--- config.mk ---
export PLATFORM = sky130hd
export DESIGN_NAME = vec_reduce
export DESIGN_NICKNAME = d
export VERILOG_FILES = /design/src/verilog/vec_pkg.sv /design/src/verilog/vec_reduce.sv
export SDC_FILE = /design/constraint.sdc
export NUM_CORES = 1
export LEC_CHECK = 0
export BUFFER_PORTS_ARGS = -buffer_cell sky130_fd_sc_hd__buf_4
export CORE_MARGIN = 1
export CORE_UTILIZATION = 30
export CTS_BUF_LIST = sky130_fd_sc_hd__clkbuf_8
export CTS_CLUSTER_DIAMETER = 30
export DETAILED_ROUTE_END_ITERATION = 10
export GPL_TIMING_DRIVEN = 0
export PLACE_DENSITY = 0.48
export SYNTH_ARGS = -nofsm -noshare
export SYNTH_HDL_FRONTEND = slang
export SYNTH_SLANG_ARGS = --single-unit
--- constraint.sdc ---
create_clock -name clk_i -period 4.8 [get_ports clk_i]
set_input_delay 0.48 -clock clk_i [delete_from_list [all_inputs] [get_ports clk_i]]
set_output_delay 0.48 -clock clk_i [all_outputs]
set_load 0.005 [all_outputs]
--- src/verilog/vec_pkg.sv ---
// Shared widths, operation codes and request/response structs of the vector coprocessor

package vec_pkg;

  //////////////////////
  // Widths
  //////////////////////

  // One vector element or scalar operand
  localparam int unsigned ElemWidth = 32;

  // Architectural vector registers
  localparam int unsigned NrVRegs = 32;

  // Vector length field, up to 64 elements
  localparam int unsigned VlWidth = 7;

  typedef logic [ElemWidth-1:0] elem_t;
  typedef logic [4:0]           vreg_t;
  typedef logic [VlWidth-1:0]   vlen_t;

  //////////////////////
  // Operations
  //////////////////////

  // Codes 5 to 7 are left unassigned and rejected by the dispatcher
  typedef enum logic [2:0] {
    VOP_ADD_VV = 3'd0,
    VOP_XOR_VV = 3'd1,
    VOP_ADD_VX = 3'd2,
    VOP_MV_VX  = 3'd3,
    VOP_REDSUM = 3'd4
  } vec_op_e;

  //////////////////////
  // Request/response
  //////////////////////

  // One instruction as issued by the core side
  typedef struct packed {
    vec_op_e op;
    // Destination register
    vreg_t   vd;
    // Source registers
    vreg_t   vs1;
    vreg_t   vs2;
    // Scalar operand, also the reduction start value
    elem_t   scalar;
    // Number of active elements
    vlen_t   vl;
  } vec_req_t;

  // Response returned once per accepted request
  typedef struct packed {
    elem_t result;
    logic  illegal;
  } vec_resp_t;

endpackage : vec_pkg
--- src/verilog/vec_reduce.sv ---
// Reduction unit folding lane partial sums and the scalar into one result

`timescale 1ns/1ps

module vec_reduce #(
  parameter int unsigned NrLanes = 4
) (
  input  logic                             clk_i,
  input  logic                             reset_i,
  input  logic                             start_i,
  input  vec_pkg::elem_t                   scalar_i,
  input  logic           [NrLanes-1:0]     lane_done_i,
  input  vec_pkg::elem_t [NrLanes-1:0]     lane_partial_i,
  output logic                             red_valid_o,
  output vec_pkg::elem_t                   red_result_o
);

  import vec_pkg::*;

  logic  [NrLanes-1:0] got_q;
  logic                pending_q;
  logic                valid_q;
  logic                all_in;
  elem_t [NrLanes-1:0] part_q;

  // Lanes finish at different times
  assign all_in = &(got_q | lane_done_i);

  always_ff @(posedge clk_i) begin
    if (reset_i) begin
      got_q     <= '0;
      pending_q <= 1'b0;
      valid_q   <= 1'b0;
    end else begin
      valid_q <= pending_q && all_in;
      if (start_i) begin
        got_q     <= '0;
        pending_q <= 1'b1;
      end else begin
        got_q <= got_q | lane_done_i;
        if (pending_q && all_in) begin
          pending_q <= 1'b0;
        end
      end
    end
  end

  always_ff @(posedge clk_i) begin
    for (int l = 0; l < NrLanes; l++) begin
      if (lane_done_i[l]) begin
        part_q[l] <= lane_partial_i[l];
      end
    end
  end

  // Sum wraps modulo 2^32
  always_comb begin
    red_result_o = scalar_i;
    for (int l = 0; l < NrLanes; l++) begin
      red_result_o = red_result_o + part_q[l];
    end
  end

  assign red_valid_o = valid_q;

endmodule : vec_reduce

=== Yosys cells after proc, flatten, opt, wreduce, memory -nomap -nowiden ===
Index checks and enable logic that the tools add are counted.

* $add $sub $neg: 4
* Muxes and demuxes: 2
* Bitwise gates (word level): 1
* Reduce and logical (&&, ||, !) cells: 4

{| class="wikitable"
|+ Operators with widths
! kind !! count
|-
| $add 32x32->32 || 4
|-
| $or 4x4->4 || 1
|-
| $reduce_and 4->1 || 1
|-
| $mux 1 || 2
|-
| $reduce_bool 2->1 || 1
|-
| $reduce_or 2->1 || 1
|-
| $logic_and 1x1->1 || 1
|}

* Flip-flop bits (word level): 134
* Input port bits: 167
* Output and inout bits: 33
* Word-level logic and storage cells: 18

=== Depth between registers and ports, before layout ===
* Word-level depth: 5
* Depth in mapped cells: 16
* Gate-level depth less buffers: 15

=== Least setup slack after synthesis ===
OpenSTA, ideal clock, no wires.

* Path type: input-to-output
* From: input scalar_i[17]
* To: output red_result_o[31]
* Arrival: 4,026 ps
* Data required time: 4,320 ps
* Slack: 294 ps
* Stages: 15
* Path buffers: 0
* Cell sequence: inv_1 -> fa_1 -> inv_1 -> fa_1 -> inv_1 -> fa_1 -> inv_1 -> ha_1 -> and3_1 -> a221o_1 -> a221oi_2 -> a21oi_1 -> or3_1 -> a31oi_1 -> xnor2_1

* Word-level cells in the longest chain between the ends: 4

{| class="wikitable"
|+ RTL lines
! what !! line !! RTL
|-
| start, declared || vec_reduce.sv:11 || <nowiki>input vec_pkg::elem_t scalar_i,</nowiki>
|-
| $add 32x32->32 (4 in series) || vec_reduce.sv:60 || <nowiki>red_result_o = red_result_o + part_q[l];</nowiki>
|-
| end, declared || vec_reduce.sv:15 || <nowiki>output vec_pkg::elem_t red_result_o</nowiki>
|}

No other way between the ends.

=== Worst setup path in the final report ===
* From: register part_q[10] (netlist name)
* To: output red_result_o[31]

* Word-level cells in the longest chain between the ends: 4

{| class="wikitable"
|+ RTL lines
! what !! line !! RTL
|-
| start, declared || vec_reduce.sv:24 || <nowiki>elem_t [NrLanes-1:0] part_q;</nowiki>
|-
| start signal, assigned by index || vec_reduce.sv:51 || <nowiki>part_q[l] <= lane_partial_i[l];</nowiki>
|-
| $add 32x32->32 (4 in series) || vec_reduce.sv:60 ||
|}

No other way between the ends.

==> results_dict.tcl <==
set metrics [dict create \
    outcome "finished, violations left" \
    failed_checks "negative setup slack" \
    met3_length_um 1400 \
    maxSlewHeadroom_pct 62.6 \
    ys_seq_area_share_pct 46.1 \
    path_cells "inv_1 > fa_1 > inv_1 > fa_1 > inv_1 > fa_1 > inv_1 > ha_2 > nand4_1 > o22ai_2 > nor3b_4 > o41ai_4 > or3_4 > a31oi_4 > xnor2_2 > buf_4" \
    crit_buf_inv 5 \
    hpwl_um 14900 \
    setup_viol 7 \
    wl_met2_um 9680 \
    firstDrtPassIters 4 \
    post_drt_wl_per_cell_um 14.4 \
    grt_usage_pct 14.4 \
    worstHoldStart "lane_partial_i[62]" \
    drtAntennaViolNets 0 \
    critPathRequiredTime_ps 4320 \
    cts_tree "done" \
    drive_above_1_share_pct 32.1 \
    ys_seq_elements 134 \
    grt-ovfl-total 0 \
    tightest_slew_ps 561 \
    finalPower_uw 7470 \
    antennaDiodeCount 0 \
    die_w_um 171 \
    initial_utilization_pct 30.7 \
    synth-edff-count 128 \
    fin_skew_ps 0.759 \
    io_pins 200 \
    core_sq_um 28000 \
    grt_pass1_wl_um 31700 \
    synth_top_family_by_area "adder cells" \
    finalNonFillerCells 1378 \
    worst_slack_ps -268 \
    synthFlopType "edfxtp_1" \
    cts_htree_levels 4 \
    yosys-mux-area-fraction_pct 0 \
    critPathLaunchType "flop" \
    rows 61 \
    syn_avg_cell_area_sq_um 11.3 \
    synth.distinct_cells 44 \
    finalCritPeriodShare_pct 106 \
    cts_made_buffers 17 \
    top_layer "met4" \
    vias_per_cell 4.21 \
    layout.nets 1278 \
    fin_util_pct 41.2 \
    path_clk_slew_ps 100 \
    hold_class "primary input to flop" \
    slew_viol_final 0 \
    leakagePower_uw 0.00548 \
    place.port_buffers 199 \
    crit_path_frequent_cell "inv_1" \
    grt_max_degree 34 \
    drtIter0Drc 162 \
    synth_fp_nets 1052 \
    slowest_stage "fa_1" \
    max_stage_delay_ps 510 \
    synth_xor_area_share_pct 3.56 \
    max-cap-violations 0 \
    syn-cell-area_sq_um 8600 \
    hold_violations 0 \
    crit_type "flop to output port" \
    cp.arrival_ps 4590 \
    ir_drop_v 0.000329 \
    synthArstFlopShare_pct 0 \
    die-area_sq_um 29400 \
    post-place-cells 1338 \
    crit_family "adder cells" \
    postCtsHoldBufs 0 \
    drcViolationCount 0 \
    rr_startpoint "got_q[2]$_SDFF_PP0_" \
    grt_pass1_vias 6162 \
    clk-insertion-delay-late_ps 450 \
    globalplace.congestion 0.832 \
    cts.sinks 134 \
    met1Wirelength_um 8550 \
    p_per_area_nw_per_um2 647 \
    area_growth_pct 34.2 \
    vias 5806 \
    nFillCells 2801 \
    yosys.area_share.simple_pct 4.90 \
    cts-root-buf "clkbuf_8" \
    crit_path_start "part_q[10]$_DFFE_PP_" \
    crit_path_max_fanout 6 \
    final_cell_area_sq_um 11500 \
    finalWirelength_um 19800 \
    synth_warnings 0 \
    synth_compound_area_share_pct 6.85 \
    synthAdderAreaFrac_pct 26.1 \
    clock_path_buffers 2 \
    fin_crit_ps 5070 \
    antenna_found_initial 0 \
    rrSetupSlack_ps 3570 \
    dpl_cell_area_sq_um 10600 \
    rsz0062_at_grt "yes" \
    end_kind "output port" \
    dieHeight_um 171 \
    fmax_mhz 197 \
    syn_inst 761 \
]
cell usage after synthesis (3+ instances only):
cell,number,area (sq um)
xor2_1,9,78.8
nand4_1,5,31.3
dfxtp_1,6,120
a21oi_1,32,160
nand2_1,19,71.3
o21ai_0,13,65.1
ha_1,32,400
nand2b_1,3,18.8
nor2_1,24,90.1
xnor2_1,26,228
inv_1,275,1030
a21o_1,12,90.1
clkbuf_1,8,30.0
fa_1,92,1840
nor2b_1,5,31.3
edfxtp_1,128,3840
o211ai_1,6,45.0
nand3_1,10,50.1
nor3_1,13,65.1
a211oi_1,3,22.5
o21ai_1,9,45.0
sequential cells by signal, indices dropped and copies added (netlist names):
register and flops:
pending_q 1, got_q 4, red_valid_o 1, part_q 128
kinds of logic after synthesis:
kind of cell | after synthesis
flops | 134
xor+xnor | 35
simple gates | 88
compound gates | 94
fa+ha+maj | 124
buf+inv | 286
cell type report:
cell class	instances	area (sq um)	area share [%]
Buffer	4	27.5	0.238
Clock buffer	19	262	2.26
Clock inverter	13	106	0.921
Inverter	275	1030	8.94
Multi-Input combinational cell	341	4080	35.3
Sequential cell	134	3960	34.3
Tap cell	378	473	4.10
Timing Repair Buffer	214	1610	13.9
path summary, 6_finish.rpt:
| kind | endpoint | depth (start not counted) |
|---|---|---|
| worst max-delay path | red_result_o[31] | 16 |
| worst min-delay path | part_q[62]$_DFFE_PP_ | 1 |
| worst max register to register | pending_q$_SDFFE_PP0P_ | 4 |
| worst min register to register | red_valid_o$_SDFF_PP0_ | 1 |
report_power, final:
group	internal [uW]	switching (uW)	total, uW	leakage, uW
sequential	1380	29.8	1410	0.00130
clock	401	528	928	0.000196
combinational	2480	2660	5140	0.00398
total	4260	3210	7470	0.00548
metal layers:
layer	vias up	GRT usage [%]
met5	-	0
li1	2797	-
met2	154	24.0
met4	0	4.19
met3	14	4.37
met1	2841	17.9
what timing repair did:
action                                  in CTS  in global routing
pin swaps                                   30                 34
gates resized for setup                     64                 37
endpoints found under the setup margin      20                 19
buffers inserted                            10                  6
layout by cell type (no fill, tap or decap), types with 2 or more instances in the layout:
cell / Yosys / routed
a211o_1: 2 / 2
a21o_1: 12 / 12
a21oi_1: 32 / 25
a21oi_2: 0 / 6
a31o_2: 2 / 2
a31oi_4: 0 / 2
buf_4: 1 / 215
clkbuf_8: 0 / 19
clkinv_4: 0 / 3
dfxtp_1: 6 / 6
edfxtp_1: 128 / 128
fa_1: 92 / 91
ha_1: 32 / 13
ha_2: 0 / 4
ha_4: 0 / 15
inv_1: 275 / 270
inv_2: 0 / 5
inv_4: 0 / 4
inv_6: 0 / 5
nand2_1: 19 / 19
nand2b_1: 3 / 2
nand3_1: 10 / 9
nand4_1: 5 / 5
nor2_1: 24 / 22
nor2b_1: 5 / 4
nor3_1: 13 / 10
nor3_2: 0 / 2
o211ai_1: 6 / 6
o21ai_0: 13 / 8
o21ai_1: 9 / 3
o21ai_2: 0 / 8
o21ai_4: 0 / 3
xnor2_1: 26 / 23
xnor2_2: 0 / 3
xor2_1: 9 / 9
per-stage QoR:
step	worst slack, ps	hold WS (ps)	setup TNS [ps]
after floorplan	294	443	0
after detailed placement	-634	474	-2190
after global routing	-442	146	-3060
final	-268	193	-1180
after global placement	-602	455	-2010
after CTS	-312	146	-1170
Note: power is estimated with default switching activity, not from simulation.
