<file path="src/verilog/vec_pkg.sv">
// Shared widths, operation codes and request/response structs of the vector coprocessor

package vec_pkg;

  //////////////////////
  // Widths
  //////////////////////

  // One vector element or scalar operand
  localparam int unsigned ElemWidth = 32;

  // Architectural vector registers
  localparam int unsigned NrVRegs = 32;

  // Vector length field, up to 64 elements
  localparam int unsigned VlWidth = 7;

  typedef logic [ElemWidth-1:0] elem_t;
  typedef logic [4:0]           vreg_t;
  typedef logic [VlWidth-1:0]   vlen_t;

  //////////////////////
  // Operations
  //////////////////////

  // Codes 5 to 7 are left unassigned and rejected by the dispatcher
  typedef enum logic [2:0] {
    VOP_ADD_VV = 3'd0,
    VOP_XOR_VV = 3'd1,
    VOP_ADD_VX = 3'd2,
    VOP_MV_VX  = 3'd3,
    VOP_REDSUM = 3'd4
  } vec_op_e;

  //////////////////////
  // Request/response
  //////////////////////

  // One instruction as issued by the core side
  typedef struct packed {
    vec_op_e op;
    // Destination register
    vreg_t   vd;
    // Source registers
    vreg_t   vs1;
    vreg_t   vs2;
    // Scalar operand, also the reduction start value
    elem_t   scalar;
    // Number of active elements
    vlen_t   vl;
  } vec_req_t;

  // Response returned once per accepted request
  typedef struct packed {
    elem_t result;
    logic  illegal;
  } vec_resp_t;

endpackage : vec_pkg
</file>
<file path="src/verilog/vec_dispatcher.sv">
// Request slot, legality check and response path of the vector dispatcher

`timescale 1ns/1ps

module vec_dispatcher #(
  parameter int unsigned NrLanes      = 4,
  parameter int unsigned ElemsPerLane = 8
) (
  input  logic               clk_i,
  input  logic               reset_i,
  // Core side
  input  vec_pkg::vec_req_t  req_i,
  input  logic               req_valid_i,
  output logic               req_ready_o,
  output vec_pkg::vec_resp_t resp_o,
  output logic               resp_valid_o,
  // Sequencer side
  output vec_pkg::vec_req_t  seq_req_o,
  output logic               seq_req_valid_o,
  input  logic               seq_req_ready_i,
  input  logic               seq_done_valid_i,
  input  vec_pkg::elem_t     seq_result_i
);

  import vec_pkg::*;

  localparam int unsigned VlMax = NrLanes * ElemsPerLane;

  vec_req_t slot_q;
  logic     slot_valid_q;
  logic     slot_legal;
  logic     busy_q;
  logic     ill_resp_q;
  logic     req_fire;
  logic     seq_fire;
  logic     ill_fire;

  //////////////////////
  // Legality check
  //////////////////////

  assign slot_legal = (slot_q.op <= VOP_REDSUM) && (slot_q.vl <= VlMax);

  // No requests taken while in reset
  assign req_ready_o = ~slot_valid_q & ~reset_i;
  assign req_fire    = req_valid_i & req_ready_o;

  assign seq_req_o       = slot_q;
  assign seq_req_valid_o = slot_valid_q & slot_legal;
  assign seq_fire        = seq_req_valid_o & seq_req_ready_i;

  // Illegal ones wait until the older instruction has retired
  assign ill_fire = slot_valid_q & ~slot_legal & ~busy_q;

  always_ff @(posedge clk_i) begin
    if (reset_i) begin
      slot_valid_q <= 1'b0;
      busy_q       <= 1'b0;
      ill_resp_q   <= 1'b0;
    end else begin
      ill_resp_q <= ill_fire;
      if (req_fire) begin
        slot_valid_q <= 1'b1;
      end else if (seq_fire || ill_fire) begin
        slot_valid_q <= 1'b0;
      end
      // A new issue may overlap the completion pulse of the previous one
      if (seq_fire) begin
        busy_q <= 1'b1;
      end else if (seq_done_valid_i) begin
        busy_q <= 1'b0;
      end
    end
  end

  always_ff @(posedge clk_i) begin
    if (req_fire) begin
      slot_q <= req_i;
    end
  end

  //////////////////////
  // Response forming
  //////////////////////

  // Completion and illegal pulses never coincide
  assign resp_valid_o   = seq_done_valid_i | ill_resp_q;
  assign resp_o.result  = seq_done_valid_i ? seq_result_i : '0;
  assign resp_o.illegal = ill_resp_q;

  // Back-to-back responses only come from a sequencer completion
  a_resp_spacing: assert property (
    @(posedge clk_i) disable iff (reset_i)
    resp_valid_o |=> (!resp_valid_o || seq_done_valid_i)
  ) else $error("Two responses in a row without a sequencer completion");

endmodule : vec_dispatcher

</file>
<file path="config.mk">
export PLATFORM = sky130hd
export DESIGN_NAME = vec_dispatcher
export DESIGN_NICKNAME = d
export VERILOG_FILES = /design/src/verilog/vec_pkg.sv /design/src/verilog/vec_dispatcher.sv
export SDC_FILE = /design/constraint.sdc
export NUM_CORES = 1
export LEC_CHECK = 0
export BUFFER_PORTS_ARGS = -buffer_cell sky130_fd_sc_hd__buf_4
export CAP_MARGIN = 25
export CELL_PAD_IN_SITES_DETAIL_PLACEMENT = 0
export CELL_PAD_IN_SITES_GLOBAL_PLACEMENT = 1
export CORE_UTILIZATION = 25
export DETAILED_ROUTE_END_ITERATION = 7
export PLACE_DENSITY_LB_ADDON = 0.1
export SYNTH_ARGS = -nofsm -noshare
export SYNTH_HDL_FRONTEND = slang
export SYNTH_SLANG_ARGS = --single-unit
export TNS_END_PERCENT = 10
</file>
<file path="constraint.sdc">
create_clock -name clk_i -period 2.07 [get_ports clk_i]
set_clock_uncertainty 0.2 [all_clocks]
set_input_delay 0.1035 -clock clk_i [delete_from_list [all_inputs] [get_ports clk_i]]
set_output_delay 0.1035 -clock clk_i [all_outputs]
set_load 0.02 [all_outputs]
</file>
# [Yosys cells after proc, flatten, opt, wreduce, memory -nomap -nowiden]
# Cells that the tools add are included.
[totals] regBits=60 inputBits=94 out_inout_bits=93 word_cells=31
[classes] magnitude_cmp=2 muxes=5 bitwise=11 n_reduce_logical=4
[ops] operator="32-bit two-way mux" n=1
[ops] operator="7-bit by 6-bit <= comparator with 1-bit output, second input constant" n=1
[ops] operator="1-bit bitwise AND" n=6
[ops] operator="1-bit two-way mux" n=4
[ops] operator="1-bit inverter" n=4
[ops] operator="2-bit nonzero test" n=2
[ops] operator="3-bit <= comparator, second input constant" n=1
[ops] operator="1-bit logical AND" n=1
[ops] operator="1-bit logical OR" n=1
[ops] operator="1-bit OR" n=1

# [Longest topological paths before layout]
[logic_depth] word_depth=8 ltp_mapped=3 depth_no_buf=3

# [Worst setup path after synthesis]
# Ideal clock, no wire load.
[synth_path] path_kind="reg-to-reg" start="register slot_valid_q" end="register slot_q (netlist bit seq_req_o[0]), enable pin" setup_time_ps=411 t_arrival_ps=1892 t_required_ps=1459 setup_slack_ps=-433 path_stages_with_launch=4 n_path_buf=0 synth_period_minus_slack_ps=2503 path_cell_list="dfxtp_1 > nor2_1 > nand2_1 > inv_1"
[synth_via] elab_chain_cells=3
[synth_lines] item="start, declared" line="vec_dispatcher.sv:30" text="logic slot_valid_q;"
[synth_lines] item="start signal, assigned" line="vec_dispatcher.sv:57" text="slot_valid_q <= 1'b0;"
[synth_lines] item="start signal, assigned" line="vec_dispatcher.sv:63" text="slot_valid_q <= 1'b1;"
[synth_lines] item="start signal, assigned" line="vec_dispatcher.sv:65" text="slot_valid_q <= 1'b0;"
[synth_lines] item="1-bit inverter" line="vec_dispatcher.sv:45" text="assign req_ready_o = ~slot_valid_q & ~reset_i;"
[synth_lines] item="1-bit bitwise AND" line="vec_dispatcher.sv:45"
[synth_lines] item="via req_ready_o" line="vec_dispatcher.sv:14" text="output logic req_ready_o,"
[synth_lines] item="1-bit bitwise AND" line="vec_dispatcher.sv:46" text="assign req_fire = req_valid_i & req_ready_o;"
[synth_lines] item="via req_fire" line="vec_dispatcher.sv:34" text="logic req_fire;"
[synth_lines] item="end signal, assigned" line="vec_dispatcher.sv:78" text="slot_q <= req_i;"
[synth_lines] item="end, declared" line="vec_dispatcher.sv:29" text="vec_req_t slot_q;"
# The timed path passes the listed nets, and every way through them passes these cells.
# A chain may end at the register's enable or synchronous reset.

# [Worst setup path after layout]
[layout_path] start="register slot_q (netlist bit seq_req_o[0])" end="register busy_q"
[layout_via] elab_chain_cells=5 word_cells_on_any_way=6 classes_between="order compare (1); mux (1); bitwise (2); reduce/logical (2)"
[layout_lines] item="7-bit by 6-bit <= comparator with 1-bit output (*)" line="vec_dispatcher.sv:42" text="assign slot_legal = (slot_q.op <= VOP_REDSUM) && (slot_q.vl <= VlMax);"
[layout_lines] item="1-bit logical AND (*)" line="vec_dispatcher.sv:42"
[layout_lines] item="1-bit bitwise AND (*)" line="vec_dispatcher.sv:49" text="assign seq_req_valid_o = slot_valid_q & slot_legal;"
[layout_lines] item="1-bit bitwise AND (*)" line="vec_dispatcher.sv:50" text="assign seq_fire = seq_req_valid_o & seq_req_ready_i;"
[layout_lines] item="1-bit two-way mux / 2-bit nonzero test (equally long branches)"
[layout_lines] item="end signal, assigned" line="vec_dispatcher.sv:58" text="busy_q <= 1'b0;"
[layout_lines] item="end signal, assigned" line="vec_dispatcher.sv:69" text="busy_q <= 1'b1;"
[layout_lines] item="end signal, assigned" line="vec_dispatcher.sv:71" text="busy_q <= 1'b0;"
[layout_lines] item="end, declared" line="vec_dispatcher.sv:32" text="logic busy_q;"
# Mark *: on every way between the ends. The rest lies on a longest branch, timed or not.

==> reports/results.ini <==
[status]
status=completed

[logic_synthesis]
yosysUniqueCellTypes=19
avgSynthCellArea_um2=18.6
yosysWarningCount=0
synth-edff-count=57
yosys_most_used_dff=edfxtp_1
ys_top_cells_by_area=edfxtp_1, and2_1, dfxtp_1
syn_area_mm2=0.00210
async_reset_ff_frac=0
syn_inst=113
synth_top_area_frac=0.813
synth-seq-area-share=0.842
synth_seq_cells=60
synth_nets=207
synth_top_area_cell=edfxtp_1

[routing]
antenna_left=0
wl_per_cell_um=12.6
via_per_inst=3.97
vias=1903
drtIter0Drc=25
drt_wl_total_mm=6.05
drt_first_pass_iters=4
drc_errors=0

[critical_path]
setup.worst_path.end_class=flop
worst-path-max-fanout=4
worstRegToRegCells=4
rr_startpoint=seq_req_o[0]
startpoint_type=flop
criticalPathCategory=flop to flop
arrival_ps=2040
rr_endpoint=busy_q
cp.required_ps=2130
reg2reg_slack_ps=90

[clocking]
postCtsSetupBuffers=0
cts_tree=yes
htree_levels=3
clk_pin_slew_worst_paths_ps=60
clock_sinks=60
cts_buffers=9
insertion_delay_ps=320
cts.path.max_buffers=2
clock-root-buffer=clkbuf_8

[hold_path]
hold_start=busy_q
min_to=ill_resp_q
hold_depth=1
min_path_type=flop to flop

[placement]
hpwlAfterDp_mm=4.11
pre_cts_ws_ps=392
io_buffers=186
place_congestion=0.642

[grt]
antenna_found_initial=0
grt_max_degree=35
grt-ovfl-total=0
grt_usage=0.133
grt_pass1_wl_mm=8.68
grt_pass1_vias=1871

[timing]
layout_setup_ws_ps=89.5
totalNegativeSetupSlack_ps=0
finalHoldViolCount=0
slew_headroom=0.750
min_period_ps=1980
slew_violations=0
timing.fmax_mhz=505
post-route-period-util=0.957
worstMarginPinSlew_ps=374
rsz0062_at_grt=no
finalSetupViolCount=0

[final_layout]
num_antenna_cells=0
postLayoutCoreUtil=0.546
final_nets=464
area_growth_pct=112
final_layout_size_suffix_gt1_frac=0.556
fill_cells=700

[flow_run]
cap_violations=0

[die]
num_rows=33
io-pin-count=187
die-area_mm2=0.00879
die_h_um=93.8
initial_utilization=0.257
dieWidth_um=93.8
core_area_mm2=0.00818

[power]
power_density_mw_per_mm2=651
leakagePower_uw=0.00195
vdd_drop_max_uv=486

==> power breakdown <==
| part | switching, uW | internal, uW |
|---|---|---|
| Sequential | 15.7 | 1390 |
| Combinational | 219 | 309 |
| Clock | 429 | 545 |
==> repair_timing <==
item,4_1_cts,5_1_grt
setup endpoints to repair,0,2
hold buffers,62,0
endpoints found under the hold margin,60,0
resized for setup,0,1
==> cells in the mapped netlist (2+ instances only) <==
| library cell | count |
|---|---|
| nand2_1 | 2 |
| clkbuf_1 | 3 |
| and2_1 | 32 |
| nor3b_1 | 3 |
| dfxtp_1 | 3 |
| edfxtp_1 | 57 |
==> worst max path at each step <==
stage	from	depth (start not counted)	to	slack (ps)
after CTS	seq_req_o[0]	4	busy_q	70
after global routing	seq_req_o[0]	4	seq_req_valid_o	4
after detailed placement	slot_valid_q	4	seq_req_o[29]	390
after floorplan	slot_valid_q	3	seq_req_o[0]	60
final	seq_req_o[0]	4	busy_q	90
after global placement	slot_valid_q	4	seq_req_o[29]	430
==> flip-flops by register name, indices dropped and copies added, names as in the netlist <==
| signal | cells |
|---|---|
| seq_req_o | 57 |
| ill_resp_q | 1 |
| slot_valid_q | 1 |
| busy_q | 1 |
==> final cells by class <==
cell class	count	area (um2)	area share
clock buffer	10	128	0.0286
clock inverter	5	53.8	0.0121
inverter	1	7.51	0.00168
multi-input combinational	48	314	0.0704
sequential	60	1770	0.397
tap	105	131	0.0294
timing repair buffer	250	2060	0.461
==> critical path, cell delays in order, from the launching register on <==
cell	delay (ps)
edfxtp_1	400
o41ai_2	390
and3_4	260
a31o_2	140
dlygate4sd3_1	530
==> through the flow <==
stage | instance area, um2 | instances | hold slack [ps] | power [uW]
2_1_floorplan | 2110 | 113 | 2.37 | 1590
3_3_place_gp | 3660 | 402 | 81.5 | 1870
3_5_place_dp | 3660 | 402 | 82.8 | 1870
4_1_cts | 4460 | 479 | 253 | 2950
5_1_grt | 4460 | 479 | 276 | 3030
6_report | 4460 | 479 | 255 | 2910
==> cell usage in the layout (no fill, tap or decap), drive strengths merged <==
cell and count:
buf 188, a31o 1, edfxtp 57, or2 1, o211ai 1, dlygate4sd3 62
and2 33, o41ai 1, clkinvlp 1, nor2 1, dfxtp 3, bufinv 1
clkinv 4, clkbuf 10, nand2 2, and3 1, o21ai 1, nor2b 1
a21oi 1, nor3b 3, nand4 1
==> per-layer routing <==
layer  share of wire  GRT usage  wire length [um]
met1            0.32      0.121              1940
met2            0.52      0.235              3120
met3            0.14     0.0761               874
met4           0.018     0.0628               108
met5               0          0                 0
==> cells by family (layout without fill, tap and decap cells) <==
family | after synthesis | in the layout | share of synthesized area
flip-flops | 60 | 60 | 0.842
AND/OR/NAND/NOR | 43 | 43 | 0.127
AO/OA/AOI/OAI | 5 | 5 | 0.0202
buffers and inverters | 5 | 266 | 0.0107
Note: power is estimated with default switching activity, not from simulation.
