$ cat config.mk
export PLATFORM = sky130hd
export DESIGN_NAME = vec_sequencer
export DESIGN_NICKNAME = d
export VERILOG_FILES = /design/src/verilog/vec_pkg.sv /design/src/verilog/vec_sequencer.sv
export SDC_FILE = /design/constraint.sdc
export NUM_CORES = 1
export LEC_CHECK = 0
export BUFFER_PORTS_ARGS = -buffer_cell sky130_fd_sc_hd__buf_4
export CORE_MARGIN = 5
export CORE_UTILIZATION = 35
export CTS_CLUSTER_SIZE = 25
export DETAILED_ROUTE_END_ITERATION = 8
export GPL_TIMING_DRIVEN = 0
export HOLD_SLACK_MARGIN = 0.05
export PLACE_DENSITY = 0.76
export SLEW_MARGIN = 20
export SYNTH_ARGS = -nofsm -noshare
export SYNTH_HDL_FRONTEND = slang
export SYNTH_SLANG_ARGS = --single-unit
$ cat constraint.sdc
create_clock -name clk_i -period 3.6 [get_ports clk_i]
set_input_delay 0.54 -clock clk_i [delete_from_list [all_inputs] [get_ports clk_i]]
set_output_delay 0.54 -clock clk_i [all_outputs]
set_load 0.005 [all_outputs]
$ cat src/verilog/vec_pkg.sv
// Shared widths, operation codes and request/response structs of the vector coprocessor

package vec_pkg;

  //////////////////////
  // Widths
  //////////////////////

  // One vector element or scalar operand
  localparam int unsigned ElemWidth = 32;

  // Architectural vector registers
  localparam int unsigned NrVRegs = 32;

  // Vector length field, up to 64 elements
  localparam int unsigned VlWidth = 7;

  typedef logic [ElemWidth-1:0] elem_t;
  typedef logic [4:0]           vreg_t;
  typedef logic [VlWidth-1:0]   vlen_t;

  //////////////////////
  // Operations
  //////////////////////

  // Codes 5 to 7 are left unassigned and rejected by the dispatcher
  typedef enum logic [2:0] {
    VOP_ADD_VV = 3'd0,
    VOP_XOR_VV = 3'd1,
    VOP_ADD_VX = 3'd2,
    VOP_MV_VX  = 3'd3,
    VOP_REDSUM = 3'd4
  } vec_op_e;

  //////////////////////
  // Request/response
  //////////////////////

  // One instruction as issued by the core side
  typedef struct packed {
    vec_op_e op;
    // Destination register
    vreg_t   vd;
    // Source registers
    vreg_t   vs1;
    vreg_t   vs2;
    // Scalar operand, also the reduction start value
    elem_t   scalar;
    // Number of active elements
    vlen_t   vl;
  } vec_req_t;

  // Response returned once per accepted request
  typedef struct packed {
    elem_t result;
    logic  illegal;
  } vec_resp_t;

endpackage : vec_pkg
$ cat src/verilog/vec_sequencer.sv
// Single-instruction sequencer issuing to the lanes and waiting for the reducer

`timescale 1ns/1ps

module vec_sequencer (
  input  logic              clk_i,
  input  logic              reset_i,
  // Dispatcher side
  input  vec_pkg::vec_req_t seq_req_i,
  input  logic              seq_req_valid_i,
  output logic              seq_req_ready_o,
  output logic              seq_done_valid_o,
  output vec_pkg::elem_t    seq_result_o,
  // Lane broadcast
  output vec_pkg::vec_req_t pe_req_o,
  output logic              pe_req_valid_o,
  // Reducer completion
  input  logic              red_valid_i,
  input  vec_pkg::elem_t    red_result_i
);

  import vec_pkg::*;

  typedef enum logic [1:0] {
    IDLE,
    ISSUE,
    WAIT
  } seq_state_e;

  seq_state_e state_q, state_d;
  vec_req_t   insn_q;
  elem_t      result_q;
  logic       done_q;

  assign seq_req_ready_o  = (state_q == IDLE);
  assign pe_req_valid_o   = (state_q == ISSUE);
  assign pe_req_o         = insn_q;
  assign seq_done_valid_o = done_q;
  assign seq_result_o     = result_q;

  always_comb begin
    state_d = state_q;
    case (state_q)
      IDLE:  if (seq_req_valid_i) state_d = ISSUE;
      ISSUE: state_d = WAIT;
      WAIT:  if (red_valid_i) state_d = IDLE;
      default: state_d = IDLE;
    endcase
  end

  always_ff @(posedge clk_i) begin
    if (reset_i) begin
      state_q <= IDLE;
      done_q  <= 1'b0;
    end else begin
      state_q <= state_d;
      // Done goes out the cycle after the reducer answers
      done_q  <= (state_q == WAIT) && red_valid_i;
    end
  end

  // Instruction and result registers
  always_ff @(posedge clk_i) begin
    if (seq_req_valid_i && seq_req_ready_o) begin
      insn_q <= seq_req_i;
    end
    if (red_valid_i) begin
      result_q <= red_result_i;
    end
  end

  a_no_red_in_idle: assert property (
    @(posedge clk_i) disable iff (reset_i)
    red_valid_i |-> (state_q != IDLE)
  ) else $error("Reducer completion without an instruction in flight");

endmodule : vec_sequencer

# Word level (Yosys, flattened, before mapping)
# Cells that the tools add are included.
word_totals:
  regBits: 92
  elab_cells: 20
classes:
  n_eq_ne: 4
  muxes: 3
  reduce_logical: 4
op_table:
  columns: ["operator", "count"]
  rows:
  - ["$pmux 2 s3", 1]
  - ["$mux 2", 2]
  - ["$ne 2x2->1 const B", 2]
  - ["$eq 2x1->1 const B", 1]
  - ["$eq 2x2->1 const B", 1]
  - ["$logic_and 1x1->1", 2]
  - ["$logic_not 2->1", 1]
  - ["$reduce_and 2->1", 1]

# Longest topological paths before layout
# Gate-level depths: netlist (run 1).
depth:
  ltp_word: 3
  mapped_depth: 2
  mapped_depth_nobuf: 2

# Worst setup path before layout (run 1)
# No wires, ideal clock.
synth_path:
  path_kind: "input to register"
  startpoint: "input port seq_req_valid_i"
  endpoint: "register insn_q (netlist bit pe_req_o[0]) (enable)"
  setup_ns: 0.463
  t_arrival_ns: 2.768
  required_ns: 3.137
  path_slack_ns: 0.369
  path_stages: 1
  path_cell_list: "nor3b_2"
synth_via:
  elab_chain_len: 1
synth_lines:
  columns: ["item", "line", "rtl"]
  rows:
  - ["start, declared", "vec_sequencer.sv:10", "input logic seq_req_valid_i,"]
  - ["$logic_and 1x1->1", "vec_sequencer.sv:64", "if (seq_req_valid_i && seq_req_ready_o) begin"]
  - ["end signal, assigned", "vec_sequencer.sv:65", "insn_q <= seq_req_i;"]
  - ["end, declared", "vec_sequencer.sv:31", "vec_req_t insn_q;"]
# No other way between the ends.
# A chain may end at the register's enable or synchronous reset.

# Worst setup path after layout (run 1)
layout_path:
  startpoint: "register state_q[0]"
  endpoint: "register insn_q (netlist bit pe_req_o[52]) (enable)"
layout_via:
  elab_chain_len: 2
layout_lines:
  columns: ["item", "line", "rtl"]
  rows:
  - ["start, declared", "vec_sequencer.sv:30", "seq_state_e state_q, state_d;"]
  - ["start signal, assigned", "vec_sequencer.sv:56", "state_q <= state_d;"]
  - ["$logic_not 2->1", "vec_sequencer.sv:35", "assign seq_req_ready_o = (state_q == IDLE);"]
  - ["$logic_and 1x1->1", "vec_sequencer.sv:64", null]
# No other way between the ends.

==> results of run 1 <==
==> cell families after synthesis <==
| logic type | Yosys count | share of synthesized area (%) |
|---|---|---|
| DFF | 92 | 97.9 |
| and+or+nand+nor | 6 | 1.75 |
| AOI/OAI and AO/OA | 1 | 0.359 |
==> cells in the mapped netlist <==
| cell type | n |
|---|---|
| nor2b_2 | 1 |
| nor3b_1 | 1 |
| o21ba_1 | 1 |
| nor2b_1 | 1 |
| nor4bb_1 | 1 |
| nor2_1 | 1 |
| nor3b_2 | 1 |
| dfxtp_1 | 3 |
| edfxtp_1 | 89 |
==> cell type report <==
type	instances	area share, %
sequential	92	60.1
timing repair buffer	187	31.2
tap	102	2.81
multi-input combinational	7	1.43
clock buffer	10	2.81
clock inverter	6	1.57
==> cell usage in the layout (no fill, tap or decap), drive strengths merged, types with 2 or more instances in the layout <==
master / instances
buf: 187
clkbuf: 10
clkinvlp: 2
dfxtp: 3
edfxtp: 89
inv: 2
nor2b: 2
nor3b: 2
==> sequential cells by signal, summed over array words and instances, names as in the netlist <==
name,count
pe_req_o,57
seq_result_o,32
state_q,2
seq_done_valid_o,1
==> stage by stage <==
stage / area (um2) / util (%) / worst slack, ns / TNS (ns)
after detailed placement: 4340 / 55.9 / 1.46 / 0
after floorplan: 2790 / - / 0.369 / 0
final: 4540 / 58.5 / 1.72 / 0
after CTS: 4540 / 58.5 / 1.68 / 0
after global routing: 4540 / 58.5 / 1.58 / 0
after global placement: 4300 / 55.4 / -0.517 / -29.66
==> routing by layer <==
layer  vias to the layer above  global-route usage (%)
li1                        792                       -
met1                       776                    15.1
met2                       132                    21.8
met3                         8                    8.42
met4                         0                    5.04
met5                         -                       0
==> power by group <==
part | leakage, nW | total [mW] | switching, mW | internal (mW)
Sequential | 0.883 | 1.28 | 0.0221 | 1.26
Clock | 0.0935 | 0.685 | 0.357 | 0.328
Combinational | 0.933 | 0.236 | 0.0835 | 0.152
Total | 1.91 | 2.20 | 0.463 | 1.74
==> path summary, 6_finish.rpt <==
check | cells after the start | end | slack [ns]
worst max-delay path | 3 | pe_req_o[52]$_DFFE_PP_ | 1.72
worst min-delay path | 1 | pe_req_o[18]$_DFFE_PP_ | 0.37
worst max register to register | 3 | pe_req_o[52]$_DFFE_PP_ | 1.72
worst min register to register | 1 | seq_done_valid_o$_SDFF_PP0_ | 0.55
==> critical path, delay by kind of cell, from the launching register on <==
| kind | cells | cell delay [ns] |
|---|---|---|
| AND/OR/NAND/NOR | 1 | 0.74 |
| flip-flops | 1 | 0.37 |
| buffers and inverters | 2 | 0.47 |
==> impl_metrics.toml, run 1 <==
[run_status]
outcome = "finished clean"

[routing]
detail_route.wl_per_cell_um = 16.7
met1_length_um = 2400
wirelength_um = 6740
ant_nets = 0
vias = 1708
top_layer_used = "met4"
via_per_inst = 4.23
drc = 0
drt_iter0_drc = 31
wl_met3_um = 1100
firstDrtPassIters = 4
dr_wl_met2_um = 3150

[critical_path]
critPathSlowestCell = "nor3b_4"
cp-end-kind = "flip-flop"
r2r-start = "state_q[0]$_SDFFE_PP0P_"
required_ns = 3.65
critPathMaxStageDelay_ns = 0.74
path_common_cell = "buf_6"
crit_arrival_ns = 1.93
crit_chain = "nor3b_4 > buf_6 > buf_6"
cp-start-kind = "flip-flop"
critPathMaxFanout = 17
critPathLaunch = "state_q[0]$_SDFFE_PP0P_"
crit_type = "reg2reg"

[clock_network]
cts-root-buf = "clkbuf_8"
insertion_delay_ns = 0.34
clk_pin_slew_ns = 0.09
cts_sinks = 92
htree_levels = 3
holdBufCountCts = 0
cts_buffer_depth = 2
post_cts_buffers = 0
tritoncts = "built"
cts-buffers-inserted = 9
ctsResizeCount = 0

[timing]
setup_violations = 0
worstMarginPinSlew_ns = 0.856
relSlewSlack_pct = 42.9
finalClockSkew_ns = 0.00932
maxSlewViolCount = 0
period_share_pct = 52.2
hold_violations = 0
hold_ws_ns = 0.367
layout_min_cycle_time_ns = 1.88
grt_setup_unrepaired = "no"
fmax_mhz = 532

[logic_synthesis]
yosys_warnings = 0
synth_cells = 99
syn_nets = 192
yosysUniqueCellTypes = 9
avgSynthCellArea_um2 = 28.2
ys_ff_latch = 92
yosysSeqAreaShare_pct = 97.9
syn-cell-area_um2 = 2790
synth_top_cell_area_share_pct = 95.7
synth_area_leaders = "edfxtp_1, dfxtp_1, nor3b_2, nor4bb_1, o21ba_1"
synth_top_area_cell = "edfxtp_1"

[grt]
grt_max_degree = 35
grt-ovfl-total = 0
grt_pass1_wl_um = 10200
grt_use_total_pct = 13.8
grt_pass1_vias = 1908
antenna_found_initial = 0

[floorplan]
num_rows = 32
die_h_um = 99.3
initial_core_util_pct = 35.9
die_w_um = 99.3
fp.coreArea_um2 = 7770
dieArea_um2 = 9860
io_pins = 185

[layout]
area.sequential_um2 = 2730
fin_nets = 390
fin_cells = 404
multi_input_area_um2 = 65.1
drive_gt1_share_pct = 67.5
n_fill_cell = 599
n_antenna_cell = 0
area_growth_pct = 62.8

[hold_path]
hp-class = "in2reg"
hold_start = "seq_req_i[18]"

[place]
place_congestion = 0.766
numPortBuffers = 184
place_inst = 388
dpl.hpwl_um = 5350

[power_and_ir_drop]
power_density_nw_per_um2 = 485
power.leakage_nw = 1.91
power.total_mw = 2.20
ir_worst_vdd_mv = 0.289

[job]
drv_cap = 0
Power figures use the tool's default switching activity.
==> run 2, diff against run 1 <==
--- a/config.mk
+++ b/config.mk
@@ -12,7 +12,7 @@
 export DETAILED_ROUTE_END_ITERATION = 8
 export GPL_TIMING_DRIVEN = 0
 export HOLD_SLACK_MARGIN = 0.05
-export PLACE_DENSITY = 0.76
+export PLACE_DENSITY = 0.78
 export SLEW_MARGIN = 20
 export SYNTH_ARGS = -nofsm -noshare
 export SYNTH_HDL_FRONTEND = slang
==> constraint.sdc (replaced) <==
create_clock -name clk_i -period 1.7 [get_ports clk_i]
set_input_delay 0.255 -clock clk_i [delete_from_list [all_inputs] [get_ports clk_i]]
set_output_delay 0.255 -clock clk_i [all_outputs]
set_load 0.005 [all_outputs]
==> impl_metrics.toml, run 2 (synthesis results as in run 1) <==
[layout]
largest_reg_flops = 57
n_fill_cell = 561
drive_gt1_share_pct = 61.3
area.sequential_um2 = 2730
multi_input_area_um2 = 65.1
final_util_pct = 62.9
fin_nets = 424
layout_common_cells = "buf_4, edfxtp_1, dlygate4sd3_1"
final_common_cell = "buf_4"
stdcell_area_um2 = 4880
n_antenna_cell = 0
area_growth_pct = 74.9

[grt]
grt-ovfl-total = 0
antenna_found_initial = 0
grt_use_total_pct = 14.7
grt_pass1_vias = 1819
grt_max_degree = 35
grt_pass1_wl_um = 10600

[critical_path]
cp-end-kind = "output port"
critPathMaxFanout = 5
required_ns = 1.44
crit_type = "reg2out"
crit_arrival_ns = 1.14
cp-start-kind = "flip-flop"

[place]
place_congestion = 0.741
placed_area_um2 = 4350
preCtsSetupSlack_ns = 0.103
numPortBuffers = 184
dpl.hpwl_um = 6010

[timing]
hold_violations = 0
setup_tns_ns = 0
setup_violations = 0
grt_setup_unrepaired = "no"
fmax_mhz = 719
layout_min_cycle_time_ns = 1.39
finalClockSkew_ns = 0.0142
hold_ws_ns = 0.0820
layout_setup_ws_ns = 0.309
maxSlewViolCount = 0
worstMarginPinSlew_ns = 0.415
period_share_pct = 81.8
relSlewSlack_pct = 72.3

[routing]
wirelength_um = 8380
top_layer_used = "met4"
drc = 0
met1_length_um = 3070
drt_iter0_drc = 45
via_per_inst = 4.28
detail_route.wl_per_cell_um = 19.1
firstDrtPassIters = 4
vias = 1874
wl_met3_um = 833
dr_wl_met2_um = 4360
ant_nets = 0

[power_and_ir_drop]
swShare_pct = 21.5
power_density_nw_per_um2 = 977
power.internal_mw = 3.74
power.leakage_nw = 2.06
power.switching_mw = 1.03
power_frac_seq_pct = 57.1
combPwrFrac_pct = 12.1
p_clk_share_pct = 30.7
ir_worst_vdd_mv = 0.466

[clock_network]
cts-buffers-inserted = 9
cts-root-buf = "clkbuf_8"
clk_pin_slew_ns = 0.09
cts_sinks = 92
insertion_delay_ns = 0.35
ctsResizeCount = 0
tritoncts = "built"
cts_buffer_depth = 2
htree_levels = 3

[hold_path]
hp-class = "in2reg"

[floorplan]
die_h_um = 99.3
die_w_um = 99.3
io_pins = 185
dieArea_um2 = 9860
num_rows = 32
fp.coreArea_um2 = 7770
initial_core_util_pct = 35.9

[job]
drv_cap = 0

[run_status]
outcome = "finished clean"
-- run 2: cell count changes in the layout (fill, tap and decap cells not counted), sizes merged --
cell / previous run / this run
clkinv: 1 / 2
buf: 187 / 188
dlygate4sd3: 0 / 33
clkinvlp: 2 / 1
-- run 2: final timing paths --
kind                            from  slack [ns]                           to  cells after the start
max          state_q[0]$_SDFFE_PP0P_        0.31               pe_req_valid_o                      2
min                    seq_req_i[41]        0.08       pe_req_o[41]$_DFFE_PP_                      1
max reg2reg  state_q[0]$_SDFFE_PP0P_        0.34       pe_req_o[31]$_DFFE_PP_                      3
min reg2reg  state_q[1]$_SDFFE_PP0P_        0.53  seq_done_valid_o$_SDFF_PP0_                      1
-- run 2: worst max-delay path, cell delays in order, from the launching register on --
cell and delay [ns]:
dfxtp_1 0.45, nor2b_2 0.21, buf_4 0.12
-- run 2: final cells by class --
class	count	area share, %
Clock inverter	6	1.49
Timing Repair Buffer	221	36.0
Clock buffer	10	2.61
Sequential cell	92	56.0
Multi-Input combinational cell	7	1.33
Tap cell	102	2.61
-- run 2: what timing repair did --
item                                    CTS  global route
endpoints found under the hold margin     0            33
endpoints found under the setup margin    0             3
buffers inserted                          0             1
hold buffers                              0            33
-- run 2: per-stage QoR --
stage	total power, mW	cells
after global placement	3.27	385
after CTS	4.74	404
after detailed placement	3.29	388
after global routing	4.96	438
final	4.77	438
after floorplan	2.83	99
-- run 2: power groups by stage --
stage	Combinational [mW]	Sequential, mW	Clock (mW)
floorplan	0.0427	2.79	0
finish	0.579	2.72	1.47
CTS	0.516	2.72	1.50
global placement	0.488	2.78	0
detailed placement	0.515	2.78	0
global route	0.619	2.74	1.61
-- run 2: metal layers --
metal	GRT usage, %	up-vias
met2	24.6	116
met3	7.15	8
li1	-	861
met4	5.15	0
met5	0	-
met1	16.2	889
==> run 3, diff against run 2 <==
--- a/config.mk
+++ b/config.mk
@@ -5,6 +5,7 @@
 export SDC_FILE = /design/constraint.sdc
 export NUM_CORES = 1
 export LEC_CHECK = 0
+export ABC_AREA = 1
 export BUFFER_PORTS_ARGS = -buffer_cell sky130_fd_sc_hd__buf_4
 export CORE_MARGIN = 5
 export CORE_UTILIZATION = 35
@@ -12,7 +13,7 @@
 export DETAILED_ROUTE_END_ITERATION = 8
 export GPL_TIMING_DRIVEN = 0
 export HOLD_SLACK_MARGIN = 0.05
-export PLACE_DENSITY = 0.78
+export PLACE_DENSITY = 0.76
 export SLEW_MARGIN = 20
 export SYNTH_ARGS = -nofsm -noshare
 export SYNTH_HDL_FRONTEND = slang
==> constraint.sdc (replaced) <==
create_clock -name clk_i -period 1.35 [get_ports clk_i]
set_input_delay 0.2025 -clock clk_i [delete_from_list [all_inputs] [get_ports clk_i]]
set_output_delay 0.2025 -clock clk_i [all_outputs]
set_load 0.005 [all_outputs]
==> impl_metrics.toml, run 3 <==
[timing]
finalClockSkew_ns = 0.0120
setup_violations = 0
grt_setup_unrepaired = "no"
fmax_mhz = 826
period_share_pct = 89.7
layout_min_cycle_time_ns = 1.21
hold_violations = 0
relSlewSlack_pct = 72.2
worstMarginPinSlew_ns = 0.417
maxSlewViolCount = 0

[critical_path]
cp-start-kind = "flip-flop"
crit_chain = "inv_2 > nand2_1 > inv_1 > buf_4"
r2r_cells = 5
path_buf_inv = 3
crit_arrival_ns = 1.01
required_ns = 1.15
critPathMaxStageDelay_ns = 0.36
critPathLaunch = "state_q[1]$_SDFFE_PP0P_"
critPathMaxFanout = 3
r2r-start = "state_q[0]$_SDFFE_PP0P_"
cpLargestDelayFamily = "flip-flops"
r2r_setup_slack_ns = 0.15
crit_type = "reg2out"
cp-endpoint = "pe_req_valid_o"
cp-end-kind = "output port"
critPathSlowestCell = "dfxtp_2"
r2r_end = "pe_req_o[50]$_DFFE_PP_"
path_depth = 4

[logic_synthesis]
ys_ff_latch = 92
syn-cell-area_um2 = 2800
yosys_warnings = 0
synth_cells = 106
yosysUniqueCellTypes = 8
yosysSeqAreaShare_pct = 97.6
async_reset_ff_share_pct = 0
avgSynthCellArea_um2 = 26.4
yosys-top-cells-count = "edfxtp_1, inv_1, dfxtp_1"
synth_edf_count = 89
synth_top_area_cell = "edfxtp_1"
syn_nets = 199
yosysMostFrequentCell = "edfxtp_1"
synth_flop_cell = "edfxtp_1"
synth_top_cell_area_share_pct = 95.5
synth_area_leaders = "edfxtp_1, dfxtp_1, inv_1, nand3_1, nor3_2"

[layout]
final_common_cell = "buf_4"
largest_reg_flops = 57
drive_gt1_share_pct = 52.5
n_antenna_cell = 0
layout_common_cells = "buf_4, dlygate4sd3_1, edfxtp_1"
area_growth_pct = 96.7
stdcell_area_um2 = 5510
fin_nets = 488
fin_cells = 502

[routing]
drc = 0
detail_route.wl_per_cell_um = 18.0
vias = 2151
drt_iter0_drc = 48
ant_nets = 0
via_per_inst = 4.28
wirelength_um = 9040
firstDrtPassIters = 4

[grt]
grtUsageMet3_pct = 5.75
grt_max_degree = 35
met2_usage_pct = 33.7
use_met1_pct = 20.5
grt-ovfl-total = 0
grt_use_total_pct = 18.4
top_usage_layer = "met2"
grt_pass1_vias = 2383
grt_pass1_wl_um = 13600
antenna_found_initial = 0

[place]
place_congestion = 0.791
dpl.hpwl_um = 5690
numPortBuffers = 184
placed_area_um2 = 4380
place_inst = 394

[floorplan]
num_rows = 32
fp.coreArea_um2 = 7770
die_h_um = 99.4
io_pins = 185
initial_core_util_pct = 36.0
die_w_um = 99.4
dieArea_um2 = 9890

[clock_network]
clk_pin_slew_ns = 0.08
cts-buffers-inserted = 9
cts_buffer_depth = 2
tritoncts = "built"
cts_sinks = 92
htree_levels = 3
cts-root-buf = "clkbuf_8"
insertion_delay_ns = 0.35
ctsResizeCount = 0

[power_and_ir_drop]
power_density_nw_per_um2 = 1120
power.leakage_nw = 2.32
ir_worst_vdd_mv = 0.568

[job]
drv_cap = 0

[run_status]
outcome = "finished clean"

[hold_path]
hp-class = "in2reg"
[run 3: worst min-delay path by stage]
| stage | startpoint | to | slack, ns | cells after the start |
|---|---|---|---|---|
| 6_report | seq_req_valid_i | state_q[0]$_SDFFE_PP0P_ | 0.18 | 3 |
| 4_1_cts | seq_req_valid_i | state_q[0]$_SDFFE_PP0P_ | 0.16 | 3 |
| 5_1_grt | seq_req_valid_i | state_q[0]$_SDFFE_PP0P_ | 0.19 | 3 |
| 3_3_place_gp | reset_i | state_q[1]$_SDFFE_PP0P_ | 0.38 | 2 |
| 2_1_floorplan | reset_i | state_q[1]$_SDFFE_PP0P_ | 0.26 | 1 |
| 3_5_place_dp | red_result_i[14] | seq_result_o[14]$_DFFE_PP_ | 0.38 | 1 |
[run 3: cells by family (layout without fill, tap and decap cells)]
logic type	Yosys count	after routing	share of synthesized area (%)
buffers and inverters	6	300	0.805
flip-flops	92	92	97.6
AND/OR/NAND/NOR	7	7	1.25
AO/OA/AOI/OAI	1	1	0.313
[run 3: routing by layer]
| metal | wire length (um) | vias to the layer above |
|---|---|---|
| met5 | 0 | - |
| met4 | 153 | 0 |
| met3 | 851 | 15 |
| met2 | 4760 | 128 |
| met1 | 3270 | 1019 |
| li1 | - | 989 |
[run 3: final cells by class]
class | count | area [um2]
Clock buffer | 10 | 128
Multi-Input combinational cell | 8 | 58.8
Sequential cell | 92 | 2730
Tap cell | 102 | 128
Inverter | 6 | 22.5
Clock inverter | 6 | 71.3
Fill cell | 480 | 2260
Timing Repair Buffer | 278 | 2360
[run 3: what timing repair did]
action,4_1_cts,5_1_grt
hold buffers,90,0
hold endpoints to repair,92,0
setup endpoints to repair,49,0
buffers inserted,2,0
[run 3: per-stage QoR]
stage	setup WS, ns	setup TNS [ns]	total power [mW]	hold slack, ns	utilization [%]
after floorplan	-0.358	-20.40	3.57	0.258	-
after global placement	-0.627	-35.58	4.10	0.378	55.7
after detailed placement	-0.0354	-1.29	4.15	0.382	56.4
after CTS	0.114	0	6.20	0.161	70.9
after global routing	0.0572	0	6.43	0.188	70.9
final	0.140	0	6.17	0.181	70.9
[run 3: power by group]
part | switching [mW] | internal (mW) | total [mW]
Sequential | 0.0649 | 3.36 | 3.43
Combinational | 0.307 | 0.601 | 0.908
Clock | 0.958 | 0.873 | 1.83
Total | 1.33 | 4.84 | 6.17
[run 3: worst min-delay path, stage by stage]
cell and delay [ns]:
buf_4 0.11, inv_1 0.11, nor3_2 0.06
